==> src/source/soc_map_pkg.sv <==
`default_nettype none

package soc_map_pkg;

  localparam int ADDR_W = 32;
  localparam int DATA_W = 32;

  // slave windows, end address inclusive
  localparam logic [ADDR_W-1:0] IRAM_BASE = 32'h1A00_0000;
  localparam logic [ADDR_W-1:0] IRAM_END  = 32'h1A00_03FF;
  localparam logic [ADDR_W-1:0] DRAM_BASE = 32'h1A01_0000;
  localparam logic [ADDR_W-1:0] DRAM_END  = 32'h1A01_03FF;
  localparam logic [ADDR_W-1:0] APB_BASE  = 32'h1A10_0000;
  localparam logic [ADDR_W-1:0] APB_END   = 32'h1A10_0FFF;

  // mask = ~(end - base)
  localparam logic [ADDR_W-1:0] IRAM_MASK = ~(IRAM_END - IRAM_BASE);
  localparam logic [ADDR_W-1:0] DRAM_MASK = ~(DRAM_END - DRAM_BASE);
  localparam logic [ADDR_W-1:0] APB_MASK  = ~(APB_END - APB_BASE);

  localparam int RAM_WORDS = 256;
  localparam int RAM_IDX_W = $clog2(RAM_WORDS);
  localparam int PADDR_W   = 12;
  localparam int GPIO_W    = 4;

  typedef enum logic [1:0] {
    SLV_IRAM,
    SLV_DRAM,
    SLV_APB,
    SLV_NONE
  } slave_sel_e;

  typedef enum logic [PADDR_W-1:0] {
    GPIO_OUT = 12'h000,
    GPIO_DIR = 12'h004,
    GPIO_IN  = 12'h008
  } gpio_reg_e;

endpackage

`default_nettype wire
==> src/source/soc_bus_pkg.sv <==
`default_nettype none

package soc_bus_pkg;

  // request from the external master port
  typedef struct packed {
    logic                           we;
    logic [soc_map_pkg::ADDR_W-1:0] addr;
    logic [soc_map_pkg::DATA_W-1:0] wdata;
  } bus_req_t;

  typedef struct packed {
    logic [soc_map_pkg::DATA_W-1:0] rdata;
    logic                           err;
  } bus_rsp_t;

  // word-wide sram access
  typedef struct packed {
    logic                              en;
    logic                              we;
    logic [soc_map_pkg::RAM_IDX_W-1:0] index;
    logic [soc_map_pkg::DATA_W-1:0]    wdata;
  } sram_cmd_t;

  typedef struct packed {
    logic                            psel;
    logic                            penable;
    logic                            pwrite;
    logic [soc_map_pkg::PADDR_W-1:0] paddr;
    logic [soc_map_pkg::DATA_W-1:0]  pwdata;
  } apb_req_t;

  typedef struct packed {
    logic [soc_map_pkg::DATA_W-1:0] prdata;
    logic                           pslverr;
  } apb_rsp_t;

  typedef enum logic [1:0] {
    ST_IDLE,
    ST_SRAM,
    ST_APB,
    ST_DONE
  } bus_state_e;

endpackage

`default_nettype wire

==> src/source/apb_bridge.sv <==
`timescale 1ns/10ps
`default_nettype none

module apb_bridge (
  input  wire                              core_clk,
  input  wire                              reset_n,
  input  wire                              start_i,
  input  wire                              we_i,
  input  wire [soc_map_pkg::PADDR_W-1:0]   addr_i,
  input  wire [soc_map_pkg::DATA_W-1:0]    wdata_i,
  output logic                             done_o,
  output soc_bus_pkg::apb_rsp_t            rsp_o,
  output soc_bus_pkg::apb_req_t            apb_o,
  input  wire soc_bus_pkg::apb_rsp_t       apb_i,
  input  wire                              pready_i
);

  logic access;
  logic finish;

  assign access = apb_o.psel && apb_o.penable;
  assign finish = access && pready_i;

  always_ff @(posedge core_clk or negedge reset_n) begin
    if (!reset_n) begin
      apb_o  <= '0;
      done_o <= 1'b0;
    end else begin
      done_o <= 1'b0;
      if (start_i && !apb_o.psel) begin
        // setup phase
        apb_o.psel    <= 1'b1;
        apb_o.penable <= 1'b0;
        apb_o.pwrite  <= we_i;
        apb_o.paddr   <= addr_i;
        apb_o.pwdata  <= wdata_i;
      end else if (apb_o.psel && !apb_o.penable) begin
        apb_o.penable <= 1'b1;
      end else if (finish) begin
        apb_o.psel    <= 1'b0;
        apb_o.penable <= 1'b0;
        done_o        <= 1'b1;
      end
    end
  end

  // hold slave return for the controller
  always_ff @(posedge core_clk) begin
    if (finish) begin
      rsp_o <= apb_i;
    end
  end

endmodule

`default_nettype wire

==> config.mk <==
export PLATFORM = sky130hd
export DESIGN_NAME = apb_bridge
export DESIGN_NICKNAME = d
export VERILOG_FILES = /design/src/source/soc_map_pkg.sv /design/src/source/soc_bus_pkg.sv /design/src/source/apb_bridge.sv
export SDC_FILE = /design/constraint.sdc
export NUM_CORES = 1
export LEC_CHECK = 0
export BUFFER_PORTS_ARGS = -buffer_cell sky130_fd_sc_hd__buf_4
export CAP_MARGIN = 20
export CORE_MARGIN = 3
export CORE_UTILIZATION = 44
export DETAILED_ROUTE_END_ITERATION = 6
export PLACE_DENSITY = 0.8
export SYNTH_ARGS = -nofsm -noshare
export SYNTH_HDL_FRONTEND = slang
export SYNTH_SLANG_ARGS = --single-unit
export TNS_END_PERCENT = 100
==> constraint.sdc <==
create_clock -name core_clk -period 2.1 [get_ports core_clk]
set_input_delay 0.42 -clock core_clk [delete_from_list [all_inputs] [get_ports core_clk]]
set_output_delay 0.42 -clock core_clk [all_outputs]
set_load 0.01 [all_outputs]
; Word-level counts from Yosys, hierarchy flattened
; Cells that the tools add are included.
[totals]
regBits = 81
elab_cells = 25
output_inout_bits = 81
in_bits = 82
[op_classes]
n_reduce_logical = 9
muxes = 7
eq_ne = 1
[op_table]
columns = op, n
row1 = $mux W1, 5
row2 = $logic_and A1 B1 Y1, 4
row3 = $mux W2, 2
row4 = $reduce_bool A3 Y1, 1
row5 = $logic_not A1 Y1, 2
row6 = $ne A2 B2 Y1 const B, 1
row7 = $reduce_and A2 Y1, 1
row8 = $reduce_bool A2 Y1, 1

; Logic depth before layout (Yosys ltp)
[logic_depth]
ltp_word = 5
mapped_depth = 4

; Worst setup path after synthesis
; No wires, ideal clock.
[synth_timing]
kind = register -> register
startpoint = register apb_o[46] in the netlist's numbering
endpoint = register rsp_o[0] in the netlist's numbering (enable)
t_required_ns = 1.705
slack_ns = 0.337
arrival_time_ns = 1.368
stages_incl_launch_ff = 2
period_less_slack_ns = 1.763
setup_ns = 0.395
cell_sequence = dfrtp_1 and3_1
[synth_via]
elab_chain_cells = 2
[synth_lines]
columns = element, line_no
row1 = "start, declared", apb_bridge.sv:13  ; output soc_bus_pkg::apb_req_t apb_o,
row2 = $logic_and A1 B1 Y1, apb_bridge.sv:21  ; assign access = apb_o.psel && apb_o.penable;
row3 = $logic_and A1 B1 Y1, apb_bridge.sv:22  ; assign finish = access && pready_i;
row4 = net finish, apb_bridge.sv:19  ; logic finish;
row5 = "end signal, assigned", apb_bridge.sv:50  ; rsp_o <= apb_i;
row6 = "end, declared", apb_bridge.sv:12  ; output soc_bus_pkg::apb_rsp_t rsp_o,
; The timed path passes the listed nets, and every way through them passes these cells.
; A chain may end at the register's enable or synchronous reset.

; Worst setup path after layout
[layout_timing]
startpoint = register apb_o[46] in the netlist's numbering
endpoint = register rsp_o[12] in the netlist's numbering (enable)
; Same word-level chain as after synthesis.

==> run_results.csv <==
group,metric,value,unit
pwr,power_per_cell_area,1353,nW/um2
run,maxCapViolCount,0,
synthesis,synth_most_common_cell,"dfrtp_1",
clocking,cts_clock_pin_slew_for_the_worst_setup_and_hold_paths,90,ps
timing,final_hold_viol_count,0,
timing,final_min_period_over_clock_period,68.75,%
clocking,worstSkewPairLatency,340,ps
setup_path,timing.critical_path.max_delay_family,"flip-flops",
die,start_util,46.20,%
detailed_routing,ant_nets,0,
synthesis,synth.ff_latch_count,81,
setup_path,cp_bufs_invs,1,
setup_path,path_max_fanout,33,
setup_path,worst_setup_path_end_kind,"flop",
placement,pre_cts_slack,604.9,ps
synthesis,synth_seq_area_share,73.46,%
timing,max-slew-margin-rel,61.11,%
pwr,vdd.ir_drop.worst,0.0007812,V
global_route,global_route.overflow_total,0,
timing,finalSetupViolCount,0,
die,fp.dieH,88.36,um
final_layout,layout-area-overhead-vs-synth,47.92,%
clocking,cts-root-to-sink-buffers,2,
synthesis,synth_warnings,0,
setup_path,cp_slowest_cell,"dfrtp_1",
final_layout,post_route_cells_drive_above_1_share,71.66,%
hold_path,min-delay-path-class,"in2async",
synthesis,synth_cell_types,12,
final_layout,diodes_inserted,0,
synthesis,mappedNetlistNets,221,
detailed_routing,postRouteWirelength,6653,um
synthesis,syn_area,2984,um2
die,ios,163,
timing,fmaxAchievable,692.7,MHz
die,num_rows,29,
final_layout,layout.nets,391,
clocking,ctsHtreeMaxLevel,3,
clocking,cts_inserted_buffers,9,
setup_path,critPathRequiredTime,2100,ps
setup_path,path_class,"reg2reg",
setup_path,critical_path_arrival,1450,ps
detailed_routing,vias_per_cell,4.777,
clocking,clock_sink_count,81,
placement,finalWeightedCongestion,0.6981,
timing,layout_setup_ws,656.3,ps
timing,finalHoldWorstSlack,81.31,ps
global_route,grt_first_pass_wirelength,9908,um
synthesis,async_reset_ff_share,59.26,%
setup_path,worstSetupStartpointType,"flop",
die,core,6459,um2
final_layout,fin_util,68.35,%
detailed_routing,initialDrtViolationCount,48,
detailed_routing,drtPass1Iterations,4,
clocking,cts_resized,0,
synthesis,yosys_most_used_dff,"dfrtp_1",
synthesis,postSynthCellCount,139,
global_route,vias_in_the_first_global_route,1951,
run_status,run_status,"completed",
timing,layout_min_cycle_time,1444,ps
die,die_area,7807,um2
synthesis,yosys.area.top_type,"dfrtp_1",
synthesis,synth_commonest_cells,"48 x dfrtp_1, 40 x mux2_4, 33 x edfxtp_1, 5 x mux2_2, 4 x buf_12",
synthesis,synth-edff-count,33,
timing,final_report_max_slew_violation_count,0,
global_route,initial_antenna_violation_count,0,
die,die_width,88.36,um
synthesis,post_synth_main_area_contributors,"dfrtp_1 40%, edfxtp_1 33%, mux2_4 20%, buf_12 2.7%, mux2_2 1.9%",
global_route,grtUsageTotal,16.96,%
detailed_routing,post_drt_wl_per_cell,17.02,um
synthesis,top_cell_type_s_share_of_synthesized_area,40.25,%
timing,worst_pin_slew,583.3,ps
pwr,cellLeakagePower,2.082,nW
detailed_routing,detail_route.drc_violations,0,
placement,io_buffer_count,162,
synthesis,post_synth.cell_area_avg,21.47,um2
timing,setup-tns-final,0,ps
clocking,post_cts.repair.setup_buffers,0,
global_route,grt_max_degree,49,
clocking,cts_hold_buf,0,
setup_path,critPathMaxStageDelay,470,ps
placement,dpl.hpwl,4899,um
timing,rsz0062_at_grt,"no",
detailed_routing,num_vias,1868,
clocking,tritoncts_clock_tree,"done",
clocking,ctsRootBufferMaster,"clkbuf_8",
setup_path,crit_path_cell_trace,"and3_1 > buf_4",
timing,skew,10.85,ps
## logic make-up (layout without fill, tap and decap cells)
| logic type | after synthesis | in the layout | share of synthesized area (%) |
|---|---|---|---|
| simple gates | 6 | 6 | 1.174 |
| compound gates | 1 | 1 | 0.1676 |
| buf+inv | 6 | 181 | 3.187 |
| mux | 45 | 45 | 22.01 |
| flops | 81 | 81 | 73.46 |
## routing by layer
layer	vias to the layer above	part of all wire [%]	track usage, %
met5	-	0	0
met1	893	40	20.83
met2	128	47	27.12
li1	839	-	-
met4	0	1.1	7.418
met3	8	11	6.052
## flip-flops by register name (all words and copies together), names as in the netlist
name / cells
apb_o: 47
done_o: 1
rsp_o: 33
## path summary, 6_finish.rpt
kind / start / slack, ps / cells past startpoint / end
worst max-delay path: apb_o[46]$_DFFE_PN0P_ / 660 / 2 / rsp_o[12]$_DFFE_PP_
worst min-delay path: reset_n / 80 / 1 / apb_o[36]$_DFFE_PN0P_
worst max register to register: apb_o[46]$_DFFE_PN0P_ / 660 / 2 / rsp_o[12]$_DFFE_PP_
worst min register to register: apb_o[27]$_DFFE_PN0P_ / 520 / 1 / apb_o[27]$_DFFE_PN0P_
max in group asynchronous: reset_n / 1630 / 1 / apb_o[25]$_DFFE_PN0P_
min in group core_clk: apb_i[3] / 250 / 1 / rsp_o[3]$_DFFE_PP_
## stage by stage
| step | std cells | total power [mW] | cell area, um2 |
|---|---|---|---|
| final | 391 | 5.972 | 4414 |
| after global routing | 391 | 6.304 | 4414 |
| after CTS | 391 | 6.044 | 4414 |
| after detailed placement | 375 | 5.019 | 4238 |
| after global placement | 375 | 4.960 | 4238 |
| after floorplan | 139 | 3.856 | 2984 |
## cells in the final DEF, fill, tap and decap left out
| master | netlist | final |
|---|---|---|
| a21oi_1 | 1 | 1 |
| mux2_4 | 40 | 40 |
| inv_6 | 0 | 2 |
| clkinv_4 | 0 | 1 |
| edfxtp_1 | 33 | 33 |
| nor2_1 | 2 | 2 |
| nor2b_4 | 0 | 1 |
| inv_1 | 1 | 1 |
| mux2_2 | 5 | 5 |
| dfrtp_1 | 48 | 48 |
| buf_12 | 4 | 1 |
| clkbuf_8 | 0 | 9 |
| clkinv_1 | 0 | 1 |
| buf_4 | 0 | 163 |
| clkinvlp_4 | 0 | 3 |
| and3_1 | 2 | 2 |
| nand2b_1 | 1 | 1 |
## cell type report
| cell class | count | area (um2) |
|---|---|---|
| flip-flops and latches | 81 | 2192 |
| inverters | 1 | 3.754 |
| multi-input cells | 52 | 701.9 |
| repair buffers | 164 | 1244 |
| clock inverters | 7 | 52.55 |
| clock buffers | 9 | 123.9 |
| fillers | 450 | 2044 |
| well taps | 77 | 96.34 |
## power breakdown
group          internal (mW)  switching [mW]  total (mW)
logic                   1.46           0.896        2.36
clock network          0.435           0.568        1.00
registers               2.28           0.330        2.61
total                   4.18            1.79        5.97
(Power assumes the default switching activity.)
