`config.mk`:
```
export PLATFORM = sky130hd
export DESIGN_NAME = bus_ctrl
export DESIGN_NICKNAME = d
export VERILOG_FILES = /design/src/source/soc_map_pkg.sv /design/src/source/soc_bus_pkg.sv /design/src/source/bus_ctrl.sv
export SDC_FILE = /design/constraint.sdc
export NUM_CORES = 1
export LEC_CHECK = 0
export BUFFER_PORTS_ARGS = -buffer_cell sky130_fd_sc_hd__buf_2
export CORE_MARGIN = 5
export CORE_UTILIZATION = 30
export DETAILED_ROUTE_END_ITERATION = 12
export PLACE_DENSITY = 0.67
export SYNTH_ARGS = -nofsm -noshare
export SYNTH_HDL_FRONTEND = slang
export SYNTH_SLANG_ARGS = --single-unit
```
`constraint.sdc`:
```
create_clock -name core_clk -period 4.1 [get_ports core_clk]
set_clock_uncertainty 0.1 [all_clocks]
set_input_delay 0.82 -clock core_clk [delete_from_list [all_inputs] [get_ports core_clk]]
set_output_delay 0.82 -clock core_clk [all_outputs]
set_load 0.02 [all_outputs]
```
`src/source/soc_map_pkg.sv`:
```
`default_nettype none

package soc_map_pkg;

  localparam int ADDR_W = 32;
  localparam int DATA_W = 32;

  // slave windows, end address inclusive
  localparam logic [ADDR_W-1:0] IRAM_BASE = 32'h1A00_0000;
  localparam logic [ADDR_W-1:0] IRAM_END  = 32'h1A00_03FF;
  localparam logic [ADDR_W-1:0] DRAM_BASE = 32'h1A01_0000;
  localparam logic [ADDR_W-1:0] DRAM_END  = 32'h1A01_03FF;
  localparam logic [ADDR_W-1:0] APB_BASE  = 32'h1A10_0000;
  localparam logic [ADDR_W-1:0] APB_END   = 32'h1A10_0FFF;

  // mask = ~(end - base)
  localparam logic [ADDR_W-1:0] IRAM_MASK = ~(IRAM_END - IRAM_BASE);
  localparam logic [ADDR_W-1:0] DRAM_MASK = ~(DRAM_END - DRAM_BASE);
  localparam logic [ADDR_W-1:0] APB_MASK  = ~(APB_END - APB_BASE);

  localparam int RAM_WORDS = 256;
  localparam int RAM_IDX_W = $clog2(RAM_WORDS);
  localparam int PADDR_W   = 12;
  localparam int GPIO_W    = 4;

  typedef enum logic [1:0] {
    SLV_IRAM,
    SLV_DRAM,
    SLV_APB,
    SLV_NONE
  } slave_sel_e;

  typedef enum logic [PADDR_W-1:0] {
    GPIO_OUT = 12'h000,
    GPIO_DIR = 12'h004,
    GPIO_IN  = 12'h008
  } gpio_reg_e;

endpackage

`default_nettype wire
```
`src/source/soc_bus_pkg.sv`:
```
`default_nettype none

package soc_bus_pkg;

  // request from the external master port
  typedef struct packed {
    logic                           we;
    logic [soc_map_pkg::ADDR_W-1:0] addr;
    logic [soc_map_pkg::DATA_W-1:0] wdata;
  } bus_req_t;

  typedef struct packed {
    logic [soc_map_pkg::DATA_W-1:0] rdata;
    logic                           err;
  } bus_rsp_t;

  // word-wide sram access
  typedef struct packed {
    logic                              en;
    logic                              we;
    logic [soc_map_pkg::RAM_IDX_W-1:0] index;
    logic [soc_map_pkg::DATA_W-1:0]    wdata;
  } sram_cmd_t;

  typedef struct packed {
    logic                            psel;
    logic                            penable;
    logic                            pwrite;
    logic [soc_map_pkg::PADDR_W-1:0] paddr;
    logic [soc_map_pkg::DATA_W-1:0]  pwdata;
  } apb_req_t;

  typedef struct packed {
    logic [soc_map_pkg::DATA_W-1:0] prdata;
    logic                           pslverr;
  } apb_rsp_t;

  typedef enum logic [1:0] {
    ST_IDLE,
    ST_SRAM,
    ST_APB,
    ST_DONE
  } bus_state_e;

endpackage

`default_nettype wire

```
`src/source/bus_ctrl.sv`:
```
`timescale 1ns/10ps
`default_nettype none

module bus_ctrl (
  input  wire                              core_clk,
  input  wire                              reset_n,
  input  wire                              req_i,
  input  wire soc_bus_pkg::bus_req_t       req_data_i,
  output logic                             ready_o,
  output logic                             done_o,
  output soc_bus_pkg::bus_rsp_t            rsp_o,
  output soc_bus_pkg::sram_cmd_t           iram_cmd_o,
  output soc_bus_pkg::sram_cmd_t           dram_cmd_o,
  input  wire [soc_map_pkg::DATA_W-1:0]    iram_rdata_i,
  input  wire [soc_map_pkg::DATA_W-1:0]    dram_rdata_i,
  output logic                             apb_start_o,
  output logic                             apb_we_o,
  output logic [soc_map_pkg::PADDR_W-1:0]  apb_addr_o,
  output logic [soc_map_pkg::DATA_W-1:0]   apb_wdata_o,
  input  wire                              apb_done_i,
  input  wire soc_bus_pkg::apb_rsp_t       apb_rsp_i
);

  soc_bus_pkg::bus_state_e  state_q;
  soc_map_pkg::slave_sel_e  sel_d;
  soc_map_pkg::slave_sel_e  sel_q;
  soc_bus_pkg::bus_req_t    req_q;
  soc_bus_pkg::bus_rsp_t    rsp_d;
  soc_bus_pkg::sram_cmd_t   ram_cmd;
  logic                     accept;

  // idle and not in the done cycle
  assign ready_o = (state_q == soc_bus_pkg::ST_IDLE) && !done_o;
  assign accept  = req_i && ready_o;

  // base/mask match on the incoming address
  always_comb begin
    if ((req_data_i.addr & soc_map_pkg::IRAM_MASK) == soc_map_pkg::IRAM_BASE) begin
      sel_d = soc_map_pkg::SLV_IRAM;
    end else if ((req_data_i.addr & soc_map_pkg::DRAM_MASK) == soc_map_pkg::DRAM_BASE) begin
      sel_d = soc_map_pkg::SLV_DRAM;
    end else if ((req_data_i.addr & soc_map_pkg::APB_MASK) == soc_map_pkg::APB_BASE) begin
      sel_d = soc_map_pkg::SLV_APB;
    end else begin
      sel_d = soc_map_pkg::SLV_NONE;
    end
  end

  always_ff @(posedge core_clk) begin
    if (accept) begin
      req_q <= req_data_i;
    end
  end

  always_ff @(posedge core_clk or negedge reset_n) begin
    if (!reset_n) begin
      state_q     <= soc_bus_pkg::ST_IDLE;
      sel_q       <= soc_map_pkg::SLV_NONE;
      done_o      <= 1'b0;
      apb_start_o <= 1'b0;
      rsp_o       <= '0;
    end else begin
      done_o      <= 1'b0;
      apb_start_o <= 1'b0;
      case (state_q)
        soc_bus_pkg::ST_IDLE: begin
          if (accept) begin
            sel_q <= sel_d;
            case (sel_d)
              soc_map_pkg::SLV_IRAM,
              soc_map_pkg::SLV_DRAM: state_q <= soc_bus_pkg::ST_SRAM;
              soc_map_pkg::SLV_APB: begin
                state_q     <= soc_bus_pkg::ST_APB;
                apb_start_o <= 1'b1;
              end
              default: state_q <= soc_bus_pkg::ST_DONE;
            endcase
          end
        end
        // bank acts on this edge, read data follows
        soc_bus_pkg::ST_SRAM: state_q <= soc_bus_pkg::ST_DONE;
        soc_bus_pkg::ST_APB: begin
          if (apb_done_i) begin
            done_o  <= 1'b1;
            rsp_o   <= rsp_d;
            state_q <= soc_bus_pkg::ST_IDLE;
          end
        end
        default: begin
          done_o  <= 1'b1;
          rsp_o   <= rsp_d;
          state_q <= soc_bus_pkg::ST_IDLE;
        end
      endcase
    end
  end

  // response steering
  always_comb begin
    rsp_d = '0;
    case (sel_q)
      soc_map_pkg::SLV_IRAM: rsp_d.rdata = iram_rdata_i;
      soc_map_pkg::SLV_DRAM: rsp_d.rdata = dram_rdata_i;
      soc_map_pkg::SLV_APB: begin
        rsp_d.rdata = apb_rsp_i.prdata;
        rsp_d.err   = apb_rsp_i.pslverr;
      end
      default: rsp_d.err = 1'b1;
    endcase
    // writes return zero data
    if (req_q.we) begin
      rsp_d.rdata = '0;
    end
  end

  always_comb begin
    ram_cmd.en    = (state_q == soc_bus_pkg::ST_SRAM);
    ram_cmd.we    = req_q.we;
    ram_cmd.index = req_q.addr[soc_map_pkg::RAM_IDX_W+1:2];
    ram_cmd.wdata = req_q.wdata;
    iram_cmd_o    = ram_cmd;
    dram_cmd_o    = ram_cmd;
    iram_cmd_o.en = ram_cmd.en && (sel_q == soc_map_pkg::SLV_IRAM);
    dram_cmd_o.en = ram_cmd.en && (sel_q == soc_map_pkg::SLV_DRAM);
  end

  assign apb_we_o    = req_q.we;
  assign apb_addr_o  = req_q.addr[soc_map_pkg::PADDR_W-1:0];
  assign apb_wdata_o = req_q.wdata;

endmodule

`default_nettype wire

```
# After elaboration in Yosys (flattened, before gate mapping)
# Index checks and enable logic that the tools add are counted.
[op_classes]
n_eq_ne = 11
mux = 17
bitwise_logic = 1
reduce_logical = 14
[ops]
columns = ["operator", "count"]
rows = [
  ["32-bit one-hot mux with 3 select lines", 1],
  ["33-bit one-hot mux with 2 select lines", 1],
  ["22-bit by 19-bit == test with 1-bit output, second input constant", 2],
  ["33-bit two-way mux", 1],
  ["32-bit two-way mux", 1],
  ["20-bit by 17-bit == test with 1-bit output, second input constant", 1],
  ["2-bit two-way mux", 4],
  ["2-bit by 1-bit == test with 1-bit output, second input constant", 3],
  ["2-bit == test, second input constant", 3],
  ["2-bit zero test", 3],
  ["2-bit one-hot mux with 3 select lines", 1],
  ["2-bit AND reduction", 3],
  ["2-bit OR reduction", 3],
  ["1-bit two-way mux", 5],
  ["1-bit logical AND", 4],
  ["2-bit inequality test, second input constant", 2],
  ["1-bit one-hot mux with 2 select lines", 2],
  ["2-bit one-hot mux with 2 select lines", 1],
  ["1-bit zero test", 1],
  ["1-bit inverter", 1],
]
[word_totals]
register_bits = 84
out_inout_bits = 165

# Longest topological paths before layout
[depth]
word_depth = 9
mapped_depth = 7
depth_no_buf = 5

# Worst setup path before layout
# No wires, ideal clock.
[synth_path]
path_kind = "register to output"
startpoint = "register sel_q[0]"
endpoint = "output port dram_cmd_o[41] (netlist bit)"
arrival_ns = 1.731
t_required_ns = 3.180
setup_slack_ns = 1.449
path_stages_with_launch = 4
path_cell_list = "dfstp_2 buf_2 buf_2 nor4b_1"
[synth_rtl]
columns = ["item", "line", "source"]
rows = [
  ["from (decl)", "bus_ctrl.sv:26", "soc_map_pkg::slave_sel_e sel_q;"],
  ["from (signal assigned)", "bus_ctrl.sv:58", "sel_q <= soc_map_pkg::SLV_NONE;"],
  ["from (signal assigned)", "bus_ctrl.sv:68", "sel_q <= sel_d;"],
  ["to (decl)", "bus_ctrl.sv:13", "output soc_bus_pkg::sram_cmd_t dram_cmd_o,"],
]

==> insert_results.sql <==
INSERT INTO impl_metrics (metric_group, metric, value, unit) VALUES
('cts', 'tritoncts', 'done', ''),
('cts', 'tritoncts_num_sinks', '84', ''),
('die', 'num_io_pins', '331', ''),
('routing', 'per_cell_routed_wire_length', '17.2', 'um'),
('synth', 'post_synth_and_or_nand_nor_area_fraction', '6.27', '%'),
('cells_and_area', 'post-route-cell-area', '5690', 'um^2'),
('synth', 'yosys.area_share.adder', '0', '%'),
('synth', 'yosys_warnings', '0', ''),
('place', 'gp_routability_congestion', '0.864', ''),
('pwr', 'pwr-share-comb', '36.4', '%'),
('synth', 'synth_compound_area_share', '12.2', '%'),
('pwr', 'p_clk_share', '26.5', '%'),
('synth', 'synth_top_family_by_area', 'buffers and inverters', ''),
('routing', 'routed_wl', '13.3', 'mm'),
('timing', 'fin_tns_setup', '0', 'ps'),
('routing', 'dr.pass1.iters', '4', ''),
('critical_path', 'timing.critical_path.arrival', '1630', 'ps'),
('critical_path', 'reg2reg_setup_slack', '1940', 'ps'),
('synth', 'synth_nets', '514', ''),
('critical_path', 'worst-path-stages', '2', ''),
('grt', 'grt_usage', '15.5', '%'),
('place', 'placed_area', '5360', 'um^2'),
('critical_path', 'worstSetupPathType', 'reg2out', ''),
('cells_and_area', 'share_of_layout_cells_above_drive_strength_1', '60.3', '%'),
('synth', 'synth.yosys.seq_area_share', '56.4', '%'),
('cts', 'cts_hold_buf', '0', ''),
('grt', 'grt_max_degree', '50', ''),
('outcome', 'outcome', 'finished clean', ''),
('pwr', 'power.density', '594', 'nW/um^2'),
('cts', 'cts.reportedPaths.clkPinSlew', '70', 'ps'),
('pwr', 'power.total', '3.38', 'mW'),
('critical_path', 'cp-start-kind', 'flip-flop', ''),
('die', 'initial_core_util', '31.0', '%'),
('critical_path', 'timing.rr.end', 'rsp_o[25]$_DFFE_PN0P_', ''),
('timing', 'finalHoldViolCount', '0', ''),
('die', 'die_area', '16200', 'um^2'),
('routing', 'drt-initial-drc-count', '179', ''),
('timing', 'fin_max_slew_vios', '0', ''),
('grt', 'grt_antenna_before_repair', '1', ''),
('pwr', 'peakVddDrop', '0.000232', 'V'),
('timing', 'timing_worst_slew_pin_value', '960', 'ps'),
('critical_path', 'critical_path_peak_fanout', '16', ''),
('cells_and_area', 'num-nets-final', '760', ''),
('timing', 'slew_limit_headroom', '35.9', '%'),
('synth', 'ys_ff_latch', '84', ''),
('synth', 'post_synth_mux_area_share', '7.75', '%'),
('timing', 'fin_crit_sh', '62.2', '%'),
('grt', 'first_global_vias', '3607', ''),
('timing', 'final_period_minus_worst_setup_slack', '2550', 'ps'),
('cells_and_area', 'diodes', '0', ''),
('critical_path', 'r2r_start', 'sel_q[0]$_DFFE_PN1P_', ''),
('cells_and_area', 'area.growth.synth_to_final', '37.7', '%'),
('routing', 'drt_drc_violations_left', '0', ''),
('critical_path', 'r2r_cells', '4', ''),
('pwr', 'share_seq_of_total_power', '37.1', '%'),
('synth', 'avgSynthCellArea', '11.9', 'um^2'),
('synth', 'ys_types', '26', ''),
('synth', 'yosys.area_share.xor_xnor', '0', '%'),
('cells_and_area', 'highest_count_cells_in_the_layout_ignoring_fill_and_taps', 'sky130_fd_sc_hd__buf_2, sky130_fd_sc_hd__edfxtp_1, sky130_fd_sc_hd__o21ai_1, sky130_fd_sc_hd__dfrtp_1, sky130_fd_sc_hd__nand2_1', ''),
('place', 'dp_hpwl', '10.8', 'mm'),
('cts', 'post_cts.resized_instances', '0', ''),
('grt', 'first_pass_grt_wire_length', '19.3', 'mm'),
('cts', 'cts.repair_timing.setup_buffer_count', '0', ''),
('routing', 'vias_per_cell', '4.52', ''),
('die', 'num_rows', '42', ''),
('cells_and_area', 'non_filler_cells_in_the_finished_layout', '775', ''),
('critical_path', 'crit_slowest_cell', 'sky130_fd_sc_hd__dfstp_2', ''),
('die', 'die_w', '127', 'um'),
('cts', 'clk_latency', '340', 'ps'),
('critical_path', 'critical_path.cell_chain', 'nor4b_1 > buf_2', ''),
('critical_path', 'critical_path_required', '3180', 'ps');
## sequential cells by signal (all words and copies together), names as in the netlist
name and count:
apb_addr_o 12, apb_start_o 1, apb_wdata_o 32, apb_we_o 1, done_o 1, rsp_o 33
sel_q 2, state_q 2
## synthesized netlist by cell type
library cell	number	area, um^2
sky130_fd_sc_hd__inv_1	2	7.51
sky130_fd_sc_hd__nor3_1	2	10.0
sky130_fd_sc_hd__o21ai_1	38	190
sky130_fd_sc_hd__edfxtp_1	45	1350
sky130_fd_sc_hd__nand4_2	1	12.5
sky130_fd_sc_hd__a22o_1	32	280
sky130_fd_sc_hd__inv_2	2	7.51
sky130_fd_sc_hd__buf_1	1	3.75
sky130_fd_sc_hd__nor4_1	3	18.8
sky130_fd_sc_hd__clkbuf_1	5	18.8
sky130_fd_sc_hd__nor2b_1	2	12.5
sky130_fd_sc_hd__nand2_1	34	128
sky130_fd_sc_hd__buf_4	82	616
sky130_fd_sc_hd__nor2_1	5	18.8
sky130_fd_sc_hd__or4_4	2	22.5
sky130_fd_sc_hd__mux2i_1	32	320
sky130_fd_sc_hd__buf_2	11	55.1
sky130_fd_sc_hd__a21oi_1	3	15.0
sky130_fd_sc_hd__nor4bb_1	1	10.0
sky130_fd_sc_hd__dfrtp_1	37	926
sky130_fd_sc_hd__a211oi_2	1	12.5
sky130_fd_sc_hd__nor4b_1	2	17.5
sky130_fd_sc_hd__dfstp_2	2	52.6
sky130_fd_sc_hd__buf_6	1	11.3
sky130_fd_sc_hd__or3b_1	1	8.76
sky130_fd_sc_hd__o21ai_0	1	5.00
## power groups by stage
stage               combinational [mW]  clock (mW)  sequential [mW]
global route                      1.31       0.961             1.28
floorplan                        0.704           0             1.45
finish                            1.23       0.897             1.26
global placement                  1.24           0             1.27
CTS                               1.25       0.922             1.26
detailed placement                1.25           0             1.27
## stage by stage
stage                     hold WS (ps)  worst slack, ps
after detailed placement           387             1680
after global placement             374             1720
after floorplan                    377             1450
after global routing               419             1440
final                              399             1550
after CTS                          406             1520
## tightest hold or removal path, stage by stage, from the launching register on
cell,delay (ps)
sky130_fd_sc_hd__dfrtp_1,350
sky130_fd_sc_hd__nand2_1,50
sky130_fd_sc_hd__o21ai_1,70
## cell families after synthesis
family | after synthesis
AND/OR/NAND/NOR | 53
buffers and inverters | 104
AO/OA/AOI/OAI | 75
multiplexers | 32
flip-flops | 84
## worst min path at each step
| stage | startpoint | end | slack, ps |
|---|---|---|---|
| after floorplan | state_q[1]$_DFFE_PN0P_ | state_q[0]$_DFFE_PN0P_ | 380 |
| after detailed placement | rsp_o[29]$_DFFE_PN0P_ | rsp_o[29]$_DFFE_PN0P_ | 390 |
| after CTS | rsp_o[20]$_DFFE_PN0P_ | rsp_o[20]$_DFFE_PN0P_ | 410 |
| after global routing | rsp_o[27]$_DFFE_PN0P_ | rsp_o[27]$_DFFE_PN0P_ | 420 |
| final | rsp_o[0]$_DFFE_PN0P_ | rsp_o[0]$_DFFE_PN0P_ | 400 |
| after global placement | rsp_o[0]$_DFFE_PN0P_ | rsp_o[0]$_DFFE_PN0P_ | 370 |
## final cells by class
class / count / area, um^2
Clock inverter: 7 / 105
Multi-Input combinational cell: 160 / 1100
Inverter: 4 / 15.0
Tap cell: 176 / 220
Clock buffer: 9 / 225
Timing Repair Buffer: 335 / 1690
Sequential cell: 84 / 2330
Fill cell: 1288 / 7660
## routing by layer
layer / track usage [%] / vias up / wire, um
met5: 0 / - / 13
li1: - / 1652 / -
met2: 30.3 / 197 / 7350
met4: 4.61 / 2 / 211
met3: 5.18 / 17 / 1300
met1: 15.4 / 1632 / 4460
(Power assumes the default switching activity.)
