**src/source/soc_map_pkg.sv**
```systemverilog
`default_nettype none

package soc_map_pkg;

  localparam int ADDR_W = 32;
  localparam int DATA_W = 32;

  // slave windows, end address inclusive
  localparam logic [ADDR_W-1:0] IRAM_BASE = 32'h1A00_0000;
  localparam logic [ADDR_W-1:0] IRAM_END  = 32'h1A00_03FF;
  localparam logic [ADDR_W-1:0] DRAM_BASE = 32'h1A01_0000;
  localparam logic [ADDR_W-1:0] DRAM_END  = 32'h1A01_03FF;
  localparam logic [ADDR_W-1:0] APB_BASE  = 32'h1A10_0000;
  localparam logic [ADDR_W-1:0] APB_END   = 32'h1A10_0FFF;

  // mask = ~(end - base)
  localparam logic [ADDR_W-1:0] IRAM_MASK = ~(IRAM_END - IRAM_BASE);
  localparam logic [ADDR_W-1:0] DRAM_MASK = ~(DRAM_END - DRAM_BASE);
  localparam logic [ADDR_W-1:0] APB_MASK  = ~(APB_END - APB_BASE);

  localparam int RAM_WORDS = 256;
  localparam int RAM_IDX_W = $clog2(RAM_WORDS);
  localparam int PADDR_W   = 12;
  localparam int GPIO_W    = 4;

  typedef enum logic [1:0] {
    SLV_IRAM,
    SLV_DRAM,
    SLV_APB,
    SLV_NONE
  } slave_sel_e;

  typedef enum logic [PADDR_W-1:0] {
    GPIO_OUT = 12'h000,
    GPIO_DIR = 12'h004,
    GPIO_IN  = 12'h008
  } gpio_reg_e;

endpackage

`default_nettype wire
```
**src/source/soc_bus_pkg.sv**
```systemverilog
`default_nettype none

package soc_bus_pkg;

  // request from the external master port
  typedef struct packed {
    logic                           we;
    logic [soc_map_pkg::ADDR_W-1:0] addr;
    logic [soc_map_pkg::DATA_W-1:0] wdata;
  } bus_req_t;

  typedef struct packed {
    logic [soc_map_pkg::DATA_W-1:0] rdata;
    logic                           err;
  } bus_rsp_t;

  // word-wide sram access
  typedef struct packed {
    logic                              en;
    logic                              we;
    logic [soc_map_pkg::RAM_IDX_W-1:0] index;
    logic [soc_map_pkg::DATA_W-1:0]    wdata;
  } sram_cmd_t;

  typedef struct packed {
    logic                            psel;
    logic                            penable;
    logic                            pwrite;
    logic [soc_map_pkg::PADDR_W-1:0] paddr;
    logic [soc_map_pkg::DATA_W-1:0]  pwdata;
  } apb_req_t;

  typedef struct packed {
    logic [soc_map_pkg::DATA_W-1:0] prdata;
    logic                           pslverr;
  } apb_rsp_t;

  typedef enum logic [1:0] {
    ST_IDLE,
    ST_SRAM,
    ST_APB,
    ST_DONE
  } bus_state_e;

endpackage

`default_nettype wire

```
**src/source/gpio_regs.sv**
```systemverilog
`timescale 1ns/10ps
`default_nettype none

module gpio_regs (
  input  wire                              core_clk,
  input  wire                              reset_n,
  input  wire soc_bus_pkg::apb_req_t       apb_i,
  output soc_bus_pkg::apb_rsp_t            apb_o,
  output logic                             pready_o,
  input  wire [soc_map_pkg::GPIO_W-1:0]    gpio_in_i,
  output logic [soc_map_pkg::GPIO_W-1:0]   gpio_out_o,
  output logic [soc_map_pkg::GPIO_W-1:0]   gpio_dir_o
);

  logic [soc_map_pkg::GPIO_W-1:0] in_meta;
  logic [soc_map_pkg::GPIO_W-1:0] in_sync;
  logic                           wr_en;

  assign wr_en    = apb_i.psel && apb_i.penable && apb_i.pwrite;
  assign pready_o = apb_i.psel && apb_i.penable;

  // two flop input sync
  always_ff @(posedge core_clk or negedge reset_n) begin
    if (!reset_n) begin
      in_meta <= '0;
      in_sync <= '0;
    end else begin
      in_meta <= gpio_in_i;
      in_sync <= in_meta;
    end
  end

  always_ff @(posedge core_clk or negedge reset_n) begin
    if (!reset_n) begin
      gpio_out_o <= '0;
      gpio_dir_o <= '0;
    end else if (wr_en) begin
      case (apb_i.paddr)
        soc_map_pkg::GPIO_OUT: gpio_out_o <= apb_i.pwdata[soc_map_pkg::GPIO_W-1:0];
        soc_map_pkg::GPIO_DIR: gpio_dir_o <= apb_i.pwdata[soc_map_pkg::GPIO_W-1:0];
        default: ;
      endcase
    end
  end

  // read mux, unknown offsets flag an error
  always_comb begin
    apb_o = '0;
    case (apb_i.paddr)
      soc_map_pkg::GPIO_OUT: apb_o.prdata[soc_map_pkg::GPIO_W-1:0] = gpio_out_o;
      soc_map_pkg::GPIO_DIR: apb_o.prdata[soc_map_pkg::GPIO_W-1:0] = gpio_dir_o;
      soc_map_pkg::GPIO_IN:  apb_o.prdata[soc_map_pkg::GPIO_W-1:0] = in_sync;
      default:               apb_o.pslverr = apb_i.psel;
    endcase
  end

endmodule

`default_nettype wire

```
**config.mk**
```make
export PLATFORM = sky130hd
export DESIGN_NAME = gpio_regs
export DESIGN_NICKNAME = d
export VERILOG_FILES = /design/src/source/soc_map_pkg.sv /design/src/source/soc_bus_pkg.sv /design/src/source/gpio_regs.sv
export SDC_FILE = /design/constraint.sdc
export NUM_CORES = 1
export LEC_CHECK = 0
export BUFFER_PORTS_ARGS = -buffer_cell sky130_fd_sc_hd__buf_2
export CAP_MARGIN = 5
export CORE_UTILIZATION = 31
export CTS_BUF_LIST = sky130_fd_sc_hd__clkbuf_16
export CTS_CLUSTER_DIAMETER = 120
export DETAILED_ROUTE_END_ITERATION = 7
export PLACE_DENSITY = 0.75
export SYNTH_ARGS = -nofsm -noshare
export SYNTH_HDL_FRONTEND = slang
export SYNTH_SLANG_ARGS = --single-unit
export TNS_END_PERCENT = 30
```
**constraint.sdc**
```tcl
create_clock -name core_clk -period 1.5 [get_ports core_clk]
set_input_delay 0.225 -clock core_clk [delete_from_list [all_inputs] [get_ports core_clk]]
set_output_delay 0.225 -clock core_clk [all_outputs]
set_load 0.02 [all_outputs]
```
Yosys cells after proc, flatten, opt, wreduce, memory -nomap -nowiden
Cells that the tools add are included.
{"block": "totals", "reg_bits": 16, "output_inout_bits": 42, "inputBits": 53}
{"block": "classes", "n_eq_ne": 2, "n_reduce_logical": 6, "mux": 2}
{"cell": "12-bit by 3-bit equality test with 1-bit output, second input constant", "count": 1}
{"cell": "12-bit by 4-bit equality test with 1-bit output, second input constant", "count": 1}
{"cell": "12-bit logical NOT", "count": 1}
{"cell": "4-bit one-hot mux with 3 select lines", "count": 1}
{"cell": "2-bit AND reduction", "count": 2}
{"cell": "3-bit OR reduction", "count": 1}
{"cell": "1-bit logical AND", "count": 2}
{"cell": "1-bit two-way mux", "count": 1}

Logic depth before layout (Yosys ltp)
Gate-level depths: netlist of run 1.
{"block": "depth", "ltp_word": 3, "ltp_mapped": 4, "ltp_nobuf": 3}

Worst setup path after synthesis of run 1
No wires, ideal clock.
{"block": "synth_path", "path_kind": "input-to-output", "start": "input apb_i[41] in the netlist's numbering", "end": "output apb_o[1] in the netlist's numbering", "required_time_ns": 1.275, "arrival_ns": 1.396, "path_slack_ns": -0.121, "path_buffers": 0, "path_stages": 3, "cell_sequence": "or4_4 -> or2_1 -> nor2_1"}
{"element": "from (decl)", "line": "gpio_regs.sv:7", "rtl": "input wire soc_bus_pkg::apb_req_t apb_i,"}
{"element": "to (decl)", "line": "gpio_regs.sv:8", "rtl": "output soc_bus_pkg::apb_rsp_t apb_o,"}

==> metrics.md, run 1 <==
| Metric | Value |
|---|---|
| Yosys cell types | 18 |
| Initial Util | 0.3323 |
| Cells on worst reg2reg path | 1 |
| Worst Setup Start Kind | input port |
| Port Buffers | 38 |
| Type of the most critical hold path | in2reg |
| DRC | 19 |
| Number of DRC markers after the initial detailed-route iteration | 37 |
| Violations in the final reports | design-rule violations, negative setup slack |
| Switching power as a share of total power | 0.2349 |
| Final WL | 1.908 mm |
| Warnings from Yosys | 0 |
| Pint | 0.8440 mW |
| Latest clock arrival within the worst-skew pair | 0.24 ns |
| Antenna violations before repair | 0 |
| FFs w/ async S/R, synth | 1.000 |
| Layout filler cell count | between 200 and 300 |
| HPWL after detailed placement | 1.425 mm |
| Vias per std cell | 4.403 |
| Wire length of the first global-routing pass | roughly 3.1 mm |
| Area fraction of the dominant cell type after synthesis | 0.4295 |
| Final Slew Violations | 0 |
| Synth cell count leaders | buf_4 (28), dfrtp_1 (16), mux2_2 (12) |
| Min-Delay Endpoint | in_meta[3] |
| Number of enable flip-flop cells after synthesis | 0 |
| Number of H-tree levels | 1 |
| Total Power | 1.103 mW |
| Fraction of the yosys area taken by sequential cells | 0.4295 |
| Number of failing hold endpoints at the final stage | 0 |
| Via count | 700 |
| Critical path buffer and inverter count | 2 |
| Worst reg2reg startpoint | gpio_out_o[3] |
| Post-layout min period | 1.684 ns |
| Die outline height | 56.84 um |
| CTS Sinks | 16 |
| Crit path largest cell delay | 0.53 ns |
| P_leak | 0.6841 nW |
| Worst Setup Path Type | in2out |
| Largest cells by area after synthesis | dfrtp_1 (43%), buf_4 (23%), mux2_2 (14%), nor4_4 (4.6%), a22oi_1 (3.2%) |
| Cell repeated most along the worst path | buf_6 |
| Clock transition at the registers of the reported paths | 0.05 ns |
| Total standard cell area after synthesis | 932.1 um^2 |
| Timing-limited maximum frequency | 593.8 MHz |
| Length of the first detailed-routing pass in iterations | 6 |
| Clock Tree Root | clkbuf_16 |
| FF+latch count, synth | 16 |
| Period Utilization, post-route | 1.123 |
| Data arrival time at the worst-slack endpoint | 1.46 ns |
| Hold path startpoint | gpio_in_i[3] |
| Fraction of final layout cells sized beyond drive strength 1 | 0.5625 |
| Count of nets left with antenna violations after detail routing | 0 |
| Yosys top cell by area | dfrtp_1 |
| Area of the die | around 0.0032 mm^2 |
| Vias in the first global route | 670 |
| Pin count of the biggest net entering global routing | 17 |
| Part of the power in combinational logic | 0.142 |
| Number of nets at the end of the flow | 183 |
| WP data required | 1.27 ns |
| Smallest setup slack after layout | -0.1841 ns |
| Cells traversed along the worst timing path | buf_6, or4_4, or2_4, o21a_1, buf_6 |
| Count of standard-cell rows | 19 |
| Max Fanout on Critical Path | 5 |
| Category of cells accounting for the largest share of critical-path delay | simple AND/OR/NAND/NOR gates |
| End of the worst register-to-register path | gpio_out_o[3] |
| Die span in x | 56.84 um |
| Final setup fails | 13 |
| Leftover overflow at the end of global routing | 0 |
| Number of violations of the max-capacitance limit | 0 |
| Clk buf depth | 2 |
| Placer Congestion | 0.6730 |
| Core Box Area | 0.002805 mm^2 |
| Register-to-register setup slack | 0.71 ns |
| Total net switching power | 0.2591 mW |
| Post-Synthesis Cells | between 70 and 80 |
| I/O pin count | 95 |
| Fraction of the core area covered by cells at the end of the flow | 0.4630 |
| Maximum resistive drop on vdd | 0.0005117 V |
| Tot GR Track Use | 0.1302 |
| CTS tree | done |
| Kind of capture point of the worst setup path | output port |
| Cell at the slowest stage of the critical path | or4_4 |
| Average footprint of a synthesized cell | 11.80 um^2 |
| Final routed wire length divided by cell count | 12.00 um |
| Power density over cell area | between 800 and 900 mW/mm^2 |
| Area grow syn2layout | 39.33% |
| Dominant cell by count in the synthesized netlist | buf_4 |
| Fraction of power consumed by sequential logic | 0.405 |
| Clock Power Share | 0.453 |
| Ys flop type | dfrtp_1 |
| TritonCTS Buffers | 3 |
| Number of cells on the worst hold path | 1 |
| Setup repair after global routing missed its margin | yes |
| Antenna Cells | 0 |
| Total Negative Setup Slacks | -1.473 ns |
| Largest clock skew in the final design | 0.00004813 ns |
| Outcome | finished with violations |
## how the worst max path moves through the flow
| stage | startpoint | to | slack [ns] | cells past startpoint |
|---|---|---|---|---|
| global route | apb_i[38] | apb_o[0] | -0.21 | 5 |
| CTS | apb_i[38] | apb_o[0] | -0.19 | 5 |
| detailed placement | apb_i[41] | apb_o[0] | -0.33 | 5 |
| floorplan | apb_i[41] | gpio_dir_o[0] | -0.12 | 3 |
| finish | apb_i[38] | apb_o[0] | -0.18 | 5 |
| global placement | apb_i[41] | apb_o[0] | -0.32 | 5 |
## layer usage
layer	routed length, um	part of all wire	global-route usage	vias to the layer above
met3	191	0.10	0.02074	3
met2	950	0.50	0.2364	54
met1	731	0.38	0.1470	327
li1	-	-	-	316
met5	0	0	0	-
met4	35	0.018	0.06272	0
## kinds of logic after synthesis
group                  count (synthesis)  share of synthesized area
buffers and inverters                 29                     0.2295
AND/OR/NAND/NOR                       15                     0.1423
flip-flops                            16                     0.4295
AO/OA/AOI/OAI                          6                    0.04967
other                                  1                   0.004023
multiplexers                          12                     0.1450
## cells in the final DEF (no fill, tap or decap), types with 2 or more instances in the layout
cell | synthesis | final
buf_6 | 0 | 10
a22oi_1 | 4 | 4
clkbuf_16 | 0 | 3
mux2_2 | 12 | 4
nor2_2 | 0 | 4
nor4_4 | 2 | 2
dfrtp_1 | 16 | 16
or4_4 | 2 | 2
mux2_4 | 0 | 8
conb_1 | 1 | 28
buf_2 | 0 | 31
buf_4 | 28 | 6
## stage by stage
stage / worst slack (ns) / area, um^2 / cells / hold WS, ns
2_1_floorplan: -0.1202 / 1044 / 106 / -0.07059
3_3_place_gp: -0.3230 / 1111 / 153 / 0.1318
3_5_place_dp: -0.3331 / 1111 / 153 / 0.1455
4_1_cts: -0.1892 / 1287 / 159 / 0.08204
5_1_grt: -0.2066 / 1299 / 159 / 0.08364
6_report: -0.1841 / 1299 / 159 / 0.08513
## power by group through the flow
stage          combinational (mW)  sequential [mW]  clock, mW
3_3_place_gp                0.142            0.453          0
6_report                    0.156            0.447      0.500
3_5_place_dp                0.145            0.453          0
5_1_grt                     0.173            0.447      0.533
2_1_floorplan               0.143            0.453          0
4_1_cts                     0.156            0.447      0.511
## registers in the layout (all words and copies together), names as in the netlist
signal	flops
gpio_out_o	4
in_meta	4
in_sync	4
gpio_dir_o	4
## cell type report
| class | instances | area, um^2 | area share |
|---|---|---|---|
| Sequential cell | 16 | 400.4 | 0.3083 |
| Tap cell | 31 | 38.79 | 0.02987 |
| Multi-Input combinational cell | 61 | 461.7 | 0.3555 |
| Timing Repair Buffer | 48 | 322.8 | 0.2486 |
| Clock buffer | 3 | 75.07 | 0.05780 |
## timing repair
item	4_1_cts	5_1_grt
gates cloned	0	0
buffers inserted	2	0
endpoints found under the hold margin	16	0
hold buffers	1	0
pin swaps	4	0
gates resized for setup	21	3
endpoints found under the setup margin	13	13
Note: power is estimated with default switching activity, not from simulation.
==> inputs of run 2 (changes only) <==
==> constraint.sdc (replaced) <==
create_clock -name core_clk -period 1.5 [get_ports core_clk]
set_input_delay 0.225 -clock core_clk [delete_from_list [all_inputs] [get_ports core_clk]]
set_output_delay 0.225 -clock core_clk [all_outputs]
set_load 0.05 [all_outputs]
==> run 2 against run 1 <==
  * The run still ends with design-rule violations, negative setup slack left
  * Largest cell class unchanged
  * Sequential share of layout area fell by 0.15 points
  * Highest routed layer unchanged
  * Combinational power rose by 64%
  * Final cell count did not move
==> metrics.md, run 2 (synthesized netlist as in run 1, its figures left out) <==
| Metric | Value |
|---|---|
| Number of nets at the end of the flow | 182 (-0.55%) |
| Wire length of the first global-routing pass | 2.801 mm (-10%) |
| Count of standard-cell rows | 19 (unchanged) |
| Power density over cell area | 924.0 mW/mm^2 (+8.8%) |
| Crit path largest cell delay | 0.55 ns (+0.02 ns) |
| Post-layout min period | 1.778 ns (+0.09352 ns) |
| Smallest setup slack after layout | -0.2776 ns (-0.09352 ns) |
| Clk buf depth | 2 (unchanged) |
| Most frequent standard cell in the layout excluding fill and tap cells | buf_2 |
| Highest-count cells in the layout ignoring fill and taps | buf_2 (31), conb_1 (28), dfrtp_1 (16) |
| Final setup fails | 10 (-3) |
| I/O pin count | 95 (unchanged) |
| Final Slew Violations | 0 (unchanged) |
| Register-to-register setup slack | 0.72 ns (about the same) |
| TritonCTS Buffers | 3 (unchanged) |
| CTS Sinks | 16 (unchanged) |
| Antenna violations before repair | 0 (unchanged) |
| Period Utilization, post-route | 1.185 (+0.06234) |
| Worst Setup Start Kind | input port |
| Data arrival time at the worst-slack endpoint | 1.55 ns (+0.09 ns) |
| Via count | 689 (-1.6%) |
| Area grow syn2layout | 40.00% |
| Vias per std cell | 4.333 (-1.6%) |
| Initial Util | 0.3323 (unchanged) |
| Port Buffers | 38 (unchanged) |
| Final routed wire length divided by cell count | 10.69 um (-11%) |
| Tot GR Track Use | 0.1165 (-0.01366) |
| Die span in x | 56.84 um (unchanged) |
| Cells traversed along the worst timing path | buf_6, or4_4, or2_4, o21a_4, buf_6 |
| Fraction of final layout cells sized beyond drive strength 1 | 0.5703 (+0.007813) |
| Core Box Area | 0.002805 mm^2 (unchanged) |
| Combined area of the multi-input logic cells | 475.5 um^2 (+3.0%) |
| Number of violations of the max-capacitance limit | 0 (unchanged) |
| Setup repair after global routing missed its margin | yes |
| Pin count of the biggest net entering global routing | 17 (unchanged) |
| Worst reg2reg startpoint | gpio_out_o[3] |
| Cell repeated most along the worst path | buf_6 |
| HPWL after detailed placement | 1.406 mm (-1.4%) |
| Max Fanout on Critical Path | 5 (unchanged) |
| Clock Tree Root | clkbuf_16 |
| Worst slack at placement | -0.3577 ns (-0.02466 ns) |
| Type of the most critical hold path | in2reg |
| Placer Congestion | 0.7120 (+5.8%) |
| Timing-limited maximum frequency | 562.6 MHz (-5.3%) |
| Number of failing hold endpoints at the final stage | 0 (unchanged) |
| Cell at the slowest stage of the critical path | or4_4 |
| Outcome | finished with violations |
| Die outline height | 56.84 um (unchanged) |
| WP data required | 1.27 ns (about the same) |
| CTS tree | done |
| Worst Setup Path Type | in2out |
| Worst setup path start | apb_i[38] |
| Antenna Cells | 0 (unchanged) |
| Vias in the first global route | 649 (-3.1%) |
| Hold path startpoint | gpio_in_i[0] |
| Length of the first detailed-routing pass in iterations | 6 (unchanged) |
| Layout filler cell count | 234 (-6.8%) |
| Violations in the final reports | design-rule violations, negative setup slack |
| Latest clock arrival within the worst-skew pair | 0.24 ns (about the same) |
| Total Negative Setup Slacks | -1.373 ns (+0.09947 ns) |
| Number of H-tree levels | 1 (unchanged) |
| Leftover overflow at the end of global routing | 0 (unchanged) |
| P_leak | 0.6787 nW (-0.78%) |
| DRC | 21 (+2) |
| Total area of sequential cells | 400.4 um^2 (unchanged) |
| Number of DRC markers after the initial detailed-route iteration | 41 (+11%) |
| Kind of capture point of the worst setup path | output port |
| Largest clock skew in the final design | 0.0001983 ns (+0.0001501 ns) |
| Maximum resistive drop on vdd | 0.0005218 V (+2.0%) |
| Final WL | 1.699 mm (-11%) |
| Count of nets left with antenna violations after detail routing | 0 (unchanged) |
| Area of the die | 0.003230 mm^2 (unchanged) |
| Clock transition at the registers of the reported paths | 0.05 ns (about the same) |
==> run 2: cell types whose count changed in the layout (fill, tap and decap cells not counted) <==
cell      before  now
a22oi_1        4    3
a22oi_2        0    1
buf_4          6    8
buf_6         10    5
buf_8          0    2
clkinv_1       0    1
mux2_2         4    9
mux2_4         8    3
nor2_2         4    0
nor2_4         0    4
o21a_1         1    0
o21a_4         0    1
==> run 2: area by class of cell <==
cell class	instances	share of cell area
clock buffer	3	0.05753
tap	31	0.02972
clock inverter	1	0.002876
multi-input combinational	61	0.3643
sequential	16	0.3068
timing repair buffer	47	0.2387
==> run 2: per-stage QoR <==
stage	power, mW	hold WS [ns]	utilization	cell area [um^2]	std cells
6_report	1.206	0.08911	0.4652	1305	159
5_1_grt	1.250	0.08685	0.4652	1305	159
4_1_cts	1.210	0.08696	0.4558	1279	158
3_5_place_dp	0.6992	0.1478	0.4068	1141	153
3_3_place_gp	0.6971	0.1424	0.4068	1141	153
2_1_floorplan	0.6979	-0.07059	-	1074	106
==> run 2: timing repair <==
item                                    CTS  global route
hold endpoints to repair                 16             0
pin swaps                                 4             4
endpoints found under the setup margin   13            13
setup buffers                             0             1
hold buffers                              1             0
resized for setup                        14             4
==> run 2: worst max-delay path, delay by kind of cell <==
kind	cells	cell delay, ns
compound gates	1	0.21
buf+inv	2	0.23
simple gates	2	0.88
==> run 2: layer usage <==
metal	track usage	wire (um)	share of wire
met1	0.1324	631	0.37
met2	0.1973	826	0.49
met3	0.03917	212	0.12
met4	0.05226	28	0.016
met5	0	0	0
==> run 2: final timing paths <==
check / cells past startpoint / end
setup / recovery: 5 / apb_o[0]
hold / removal: 1 / in_meta[0]
setup reg to reg: 1 / gpio_out_o[3]
hold reg to reg: 0 / in_sync[1]
max in group asynchronous: 2 / gpio_dir_o[3]
min in group asynchronous: 2 / in_sync[1]
==> run 2: power breakdown <==
part | total (mW) | leakage, nW | switching [mW] | internal, mW
clock | 0.503 | 0.0385 | 0.150 | 0.352
sequential | 0.447 | 0.205 | 0.00329 | 0.444
combinational | 0.256 | 0.435 | 0.204 | 0.0516
total | 1.21 | 0.679 | 0.358 | 0.848
==> inputs of run 3 (changes only) <==
Settings changed: BUFFER_PORTS_ARGS -buffer_cell sky130_fd_sc_hd__buf_2 to default, CORE_UTILIZATION 31 to 54, DONT_BUFFER_PORTS from default to 1, PLACE_DENSITY 0.75 to 0.76.
==> run 3 against run 2 <==
  * The flow still finishes with violations (design-rule violations, negative setup slack)
  * Critical endpoint unchanged
  * Flip-flop and latch count did not move
  * Largest cell class unchanged
  * Clock power grew 2%
  * Sequential share of layout area is 2.3 points higher
==> metrics.md, run 3 (synthesized netlist as in run 1, its figures left out) <==
| Metric | Value |
|---|---|
| Via count | 606 (-12%) |
| Pin count of the biggest net entering global routing | 17 (unchanged) |
| CTS Sinks | 16 (unchanged) |
| Type of the most critical hold path | in2reg |
| Data arrival time at the worst-slack endpoint | 1.35 ns (-0.20 ns) |
| Count of standard-cell rows | 14 (-5) |
| Number of nets at the end of the flow | 158 (-13%) |
| Initial Util | 0.5979 (+0.2656) |
| Largest clock skew in the final design | 0.00007236 ns (-0.0001259 ns) |
| Clock transition at the registers of the reported paths | 0.05 ns (about the same) |
| Post-Layout Inst Area | 0.001214 mm^2 (-7.0%) |
| Maximum resistive drop on vdd | 0.001051 V (+100%) |
| Vias in the first global route | 589 (-9.2%) |
| Clock Power Share | 0.437 (+0.020) |
| Category of cells accounting for the largest share of critical-path delay | simple AND/OR/NAND/NOR gates |
| Power density over cell area | 968.8 mW/mm^2 (+4.9%) |
| Layout filler cell count | 95 (-59%) |
| Total net switching power | 0.3515 mW (-1.8%) |
| Length of the first detailed-routing pass in iterations | 6 (unchanged) |
| TritonCTS Buffers | 3 (unchanged) |
| Placer Congestion | 0.6999 (-1.7%) |
| DRC | 16 (-24%) |
| Worst Tran Pin Value | 0.6967 ns |
| Number of H-tree levels | 1 (unchanged) |
| End of the worst register-to-register path | gpio_out_o[1] |
| Outcome | finished with violations |
| Period Utilization, post-route | 1.049 (-0.1359) |
| Port Buffers | 0 (-100%) |
| Part of the power in combinational logic | 0.182 (-0.030) |
| I/O pin count | 95 (unchanged) |
| Worst setup path start | apb_i[38] |
| Cell at the slowest stage of the critical path | or4_4 |
| Violations in the final reports | design-rule violations, negative setup slack |
| HPWL after detailed placement | 1.188 mm (-15%) |
| Die outline height | 43.55 um (-23%) |
| Highest-count cells in the layout ignoring fill and taps | conb_1 (28), dfrtp_1 (16), buf_4 (14) |
| Antenna Cells | 0 (unchanged) |
| Setup repair after global routing missed its margin | yes |
| Clock Tree Root | clkbuf_16 |
| Most frequent standard cell in the layout excluding fill and tap cells | conb_1 |
| Final Slew Violations | 0 (unchanged) |
| Cell area after placement | 0.001050 mm^2 (-8.0%) |
| Cells traversed along the worst timing path | or4_4, or2_4, o21a_4 |
| Worst Setup Path Type | in2out |
| Switching power as a share of total power | 0.2989 (+0.001993) |
| Vias per std cell | 5.050 (+17%) |
| Critical path buffer and inverter count | 0 (-2) |
| Cells on worst reg2reg path | 2 (+1) |
| Hold path startpoint | apb_i[0] |
| Worst reg2reg startpoint | gpio_out_o[1] |
| CTS tree | done |
| Area of the die | 0.001896 mm^2 (-41%) |
| Timing-limited maximum frequency | 635.4 MHz (+13%) |
| Total Negative Setup Slacks | -0.4992 ns (+0.8739 ns) |
| Final WL | 1.606 mm (-5.5%) |
| Die span in x | 43.55 um (-23%) |
| Wire length of the first global-routing pass | 2.290 mm (-18%) |
| Total Power | 1.176 mW (-2.5%) |
| Register-to-register setup slack | 0.54 ns (-0.18 ns) |
| Number of violations of the max-capacitance limit | 0 (unchanged) |
| Final standard cell count with taps included and fillers excluded | 120 (-25%) |
| Final setup fails | 13 (+3) |
| Fraction of power consumed by sequential logic | 0.381 (+0.010) |
| Kind of capture point of the worst setup path | output port |
| Worst slack on hold paths | 0.1278 ns (+0.03867 ns) |
| Smallest setup slack after layout | -0.07369 ns (+0.2039 ns) |
| Min-Delay Endpoint | gpio_out_o[0] |
| Slew Limit Headroom | 0.5340 |
| Cells after DPL | 109 (-29%) |
| Leftover overflow at the end of global routing | 0 (unchanged) |
| Area grow syn2layout | 30.20% |
| Final routed wire length divided by cell count | 13.38 um (+25%) |
| Number of failing hold endpoints at the final stage | 0 (unchanged) |
| Clk buf depth | 2 (unchanged) |
| Crit path largest cell delay | 0.52 ns (-0.03 ns) |
| Post-layout min period | 1.574 ns (-0.2039 ns) |
| Latest clock arrival within the worst-skew pair | 0.24 ns (about the same) |
| Count of nets left with antenna violations after detail routing | 0 (unchanged) |
| Tot GR Track Use | 0.1756 (+0.05914) |
| Fraction of final layout cells sized beyond drive strength 1 | 0.4615 (-0.1088) |
| Core Box Area | 0.001559 mm^2 (-44%) |
| WP data required | 1.27 ns (about the same) |
| Number of DRC markers after the initial detailed-route iteration | 20 (-51%) |
| Number of cells on the worst hold path | 1 (unchanged) |
| Antenna violations before repair | 0 (unchanged) |
| Max Fanout on Critical Path | 5 (unchanged) |
| Pint | 0.8243 mW (-2.8%) |
| P_leak | 0.5786 nW (-15%) |
| Worst Setup Start Kind | input port |
-- run 3: cell count changes in the layout (fill, tap and decap cells not counted), moves of 4 or more --
cell | before | now
buf_12 | 0 | 4
buf_2 | 31 | 0
buf_6 | 5 | 0
dlygate4sd3_1 | 1 | 5
buf_4 | 8 | 14
-- run 3: how the worst max path moves through the flow --
stage	endpoint	slack, ns	cells after the start
2_1_floorplan	gpio_dir_o[0]	-0.12	3
3_3_place_gp	gpio_out_o[1]	-0.18	4
3_5_place_dp	gpio_out_o[1]	-0.19	4
4_1_cts	apb_o[0]	-0.09	3
5_1_grt	apb_o[0]	-0.09	3
6_report	apb_o[0]	-0.07	3
-- run 3: layout make-up --
| class | instances | area (um^2) | area share |
|---|---|---|---|
| Multi-Input combinational cell | 61 | 479.2 | 0.3948 |
| Sequential cell | 16 | 400.4 | 0.3299 |
| Clock buffer | 3 | 75.07 | 0.06186 |
| Clock inverter | 1 | 3.754 | 0.003093 |
| Timing Repair Buffer | 23 | 235.2 | 0.1938 |
| Tap cell | 16 | 20.02 | 0.01649 |
-- run 3: what timing repair did --
action	in CTS	in global routing
hold endpoints to repair	16	4
endpoints found under the setup margin	5	13
resized for setup	4	0
hold buffers	1	4
pin swaps	4	3
buffers inserted	2	0
-- run 3: power by group through the flow --
stage	clock network [mW]	registers, mW	logic (mW)
global route	0.538	0.448	0.222
global placement	0	0.453	0.189
finish	0.514	0.448	0.214
CTS	0.521	0.448	0.205
detailed placement	0	0.454	0.190
floorplan	0	0.454	0.244
-- run 3: metrics by stage --
| step | setup slack [ns] | util |
|---|---|---|
| floorplan | -0.1224 | - |
| detailed placement | -0.1942 | 0.6734 |
| global placement | -0.1793 | 0.6734 |
| CTS | -0.09353 | 0.7528 |
| global route | -0.09020 | 0.7785 |
| finish | -0.07369 | 0.7785 |
-- run 3: metal layers --
metal,global-route usage,vias to the layer above,wire length (um)
met5,0,-,0
met4,0.1063,0,24
met3,0.07500,2,185
met2,0.3075,46,853
met1,0.1680,287,543
li1,-,271,-
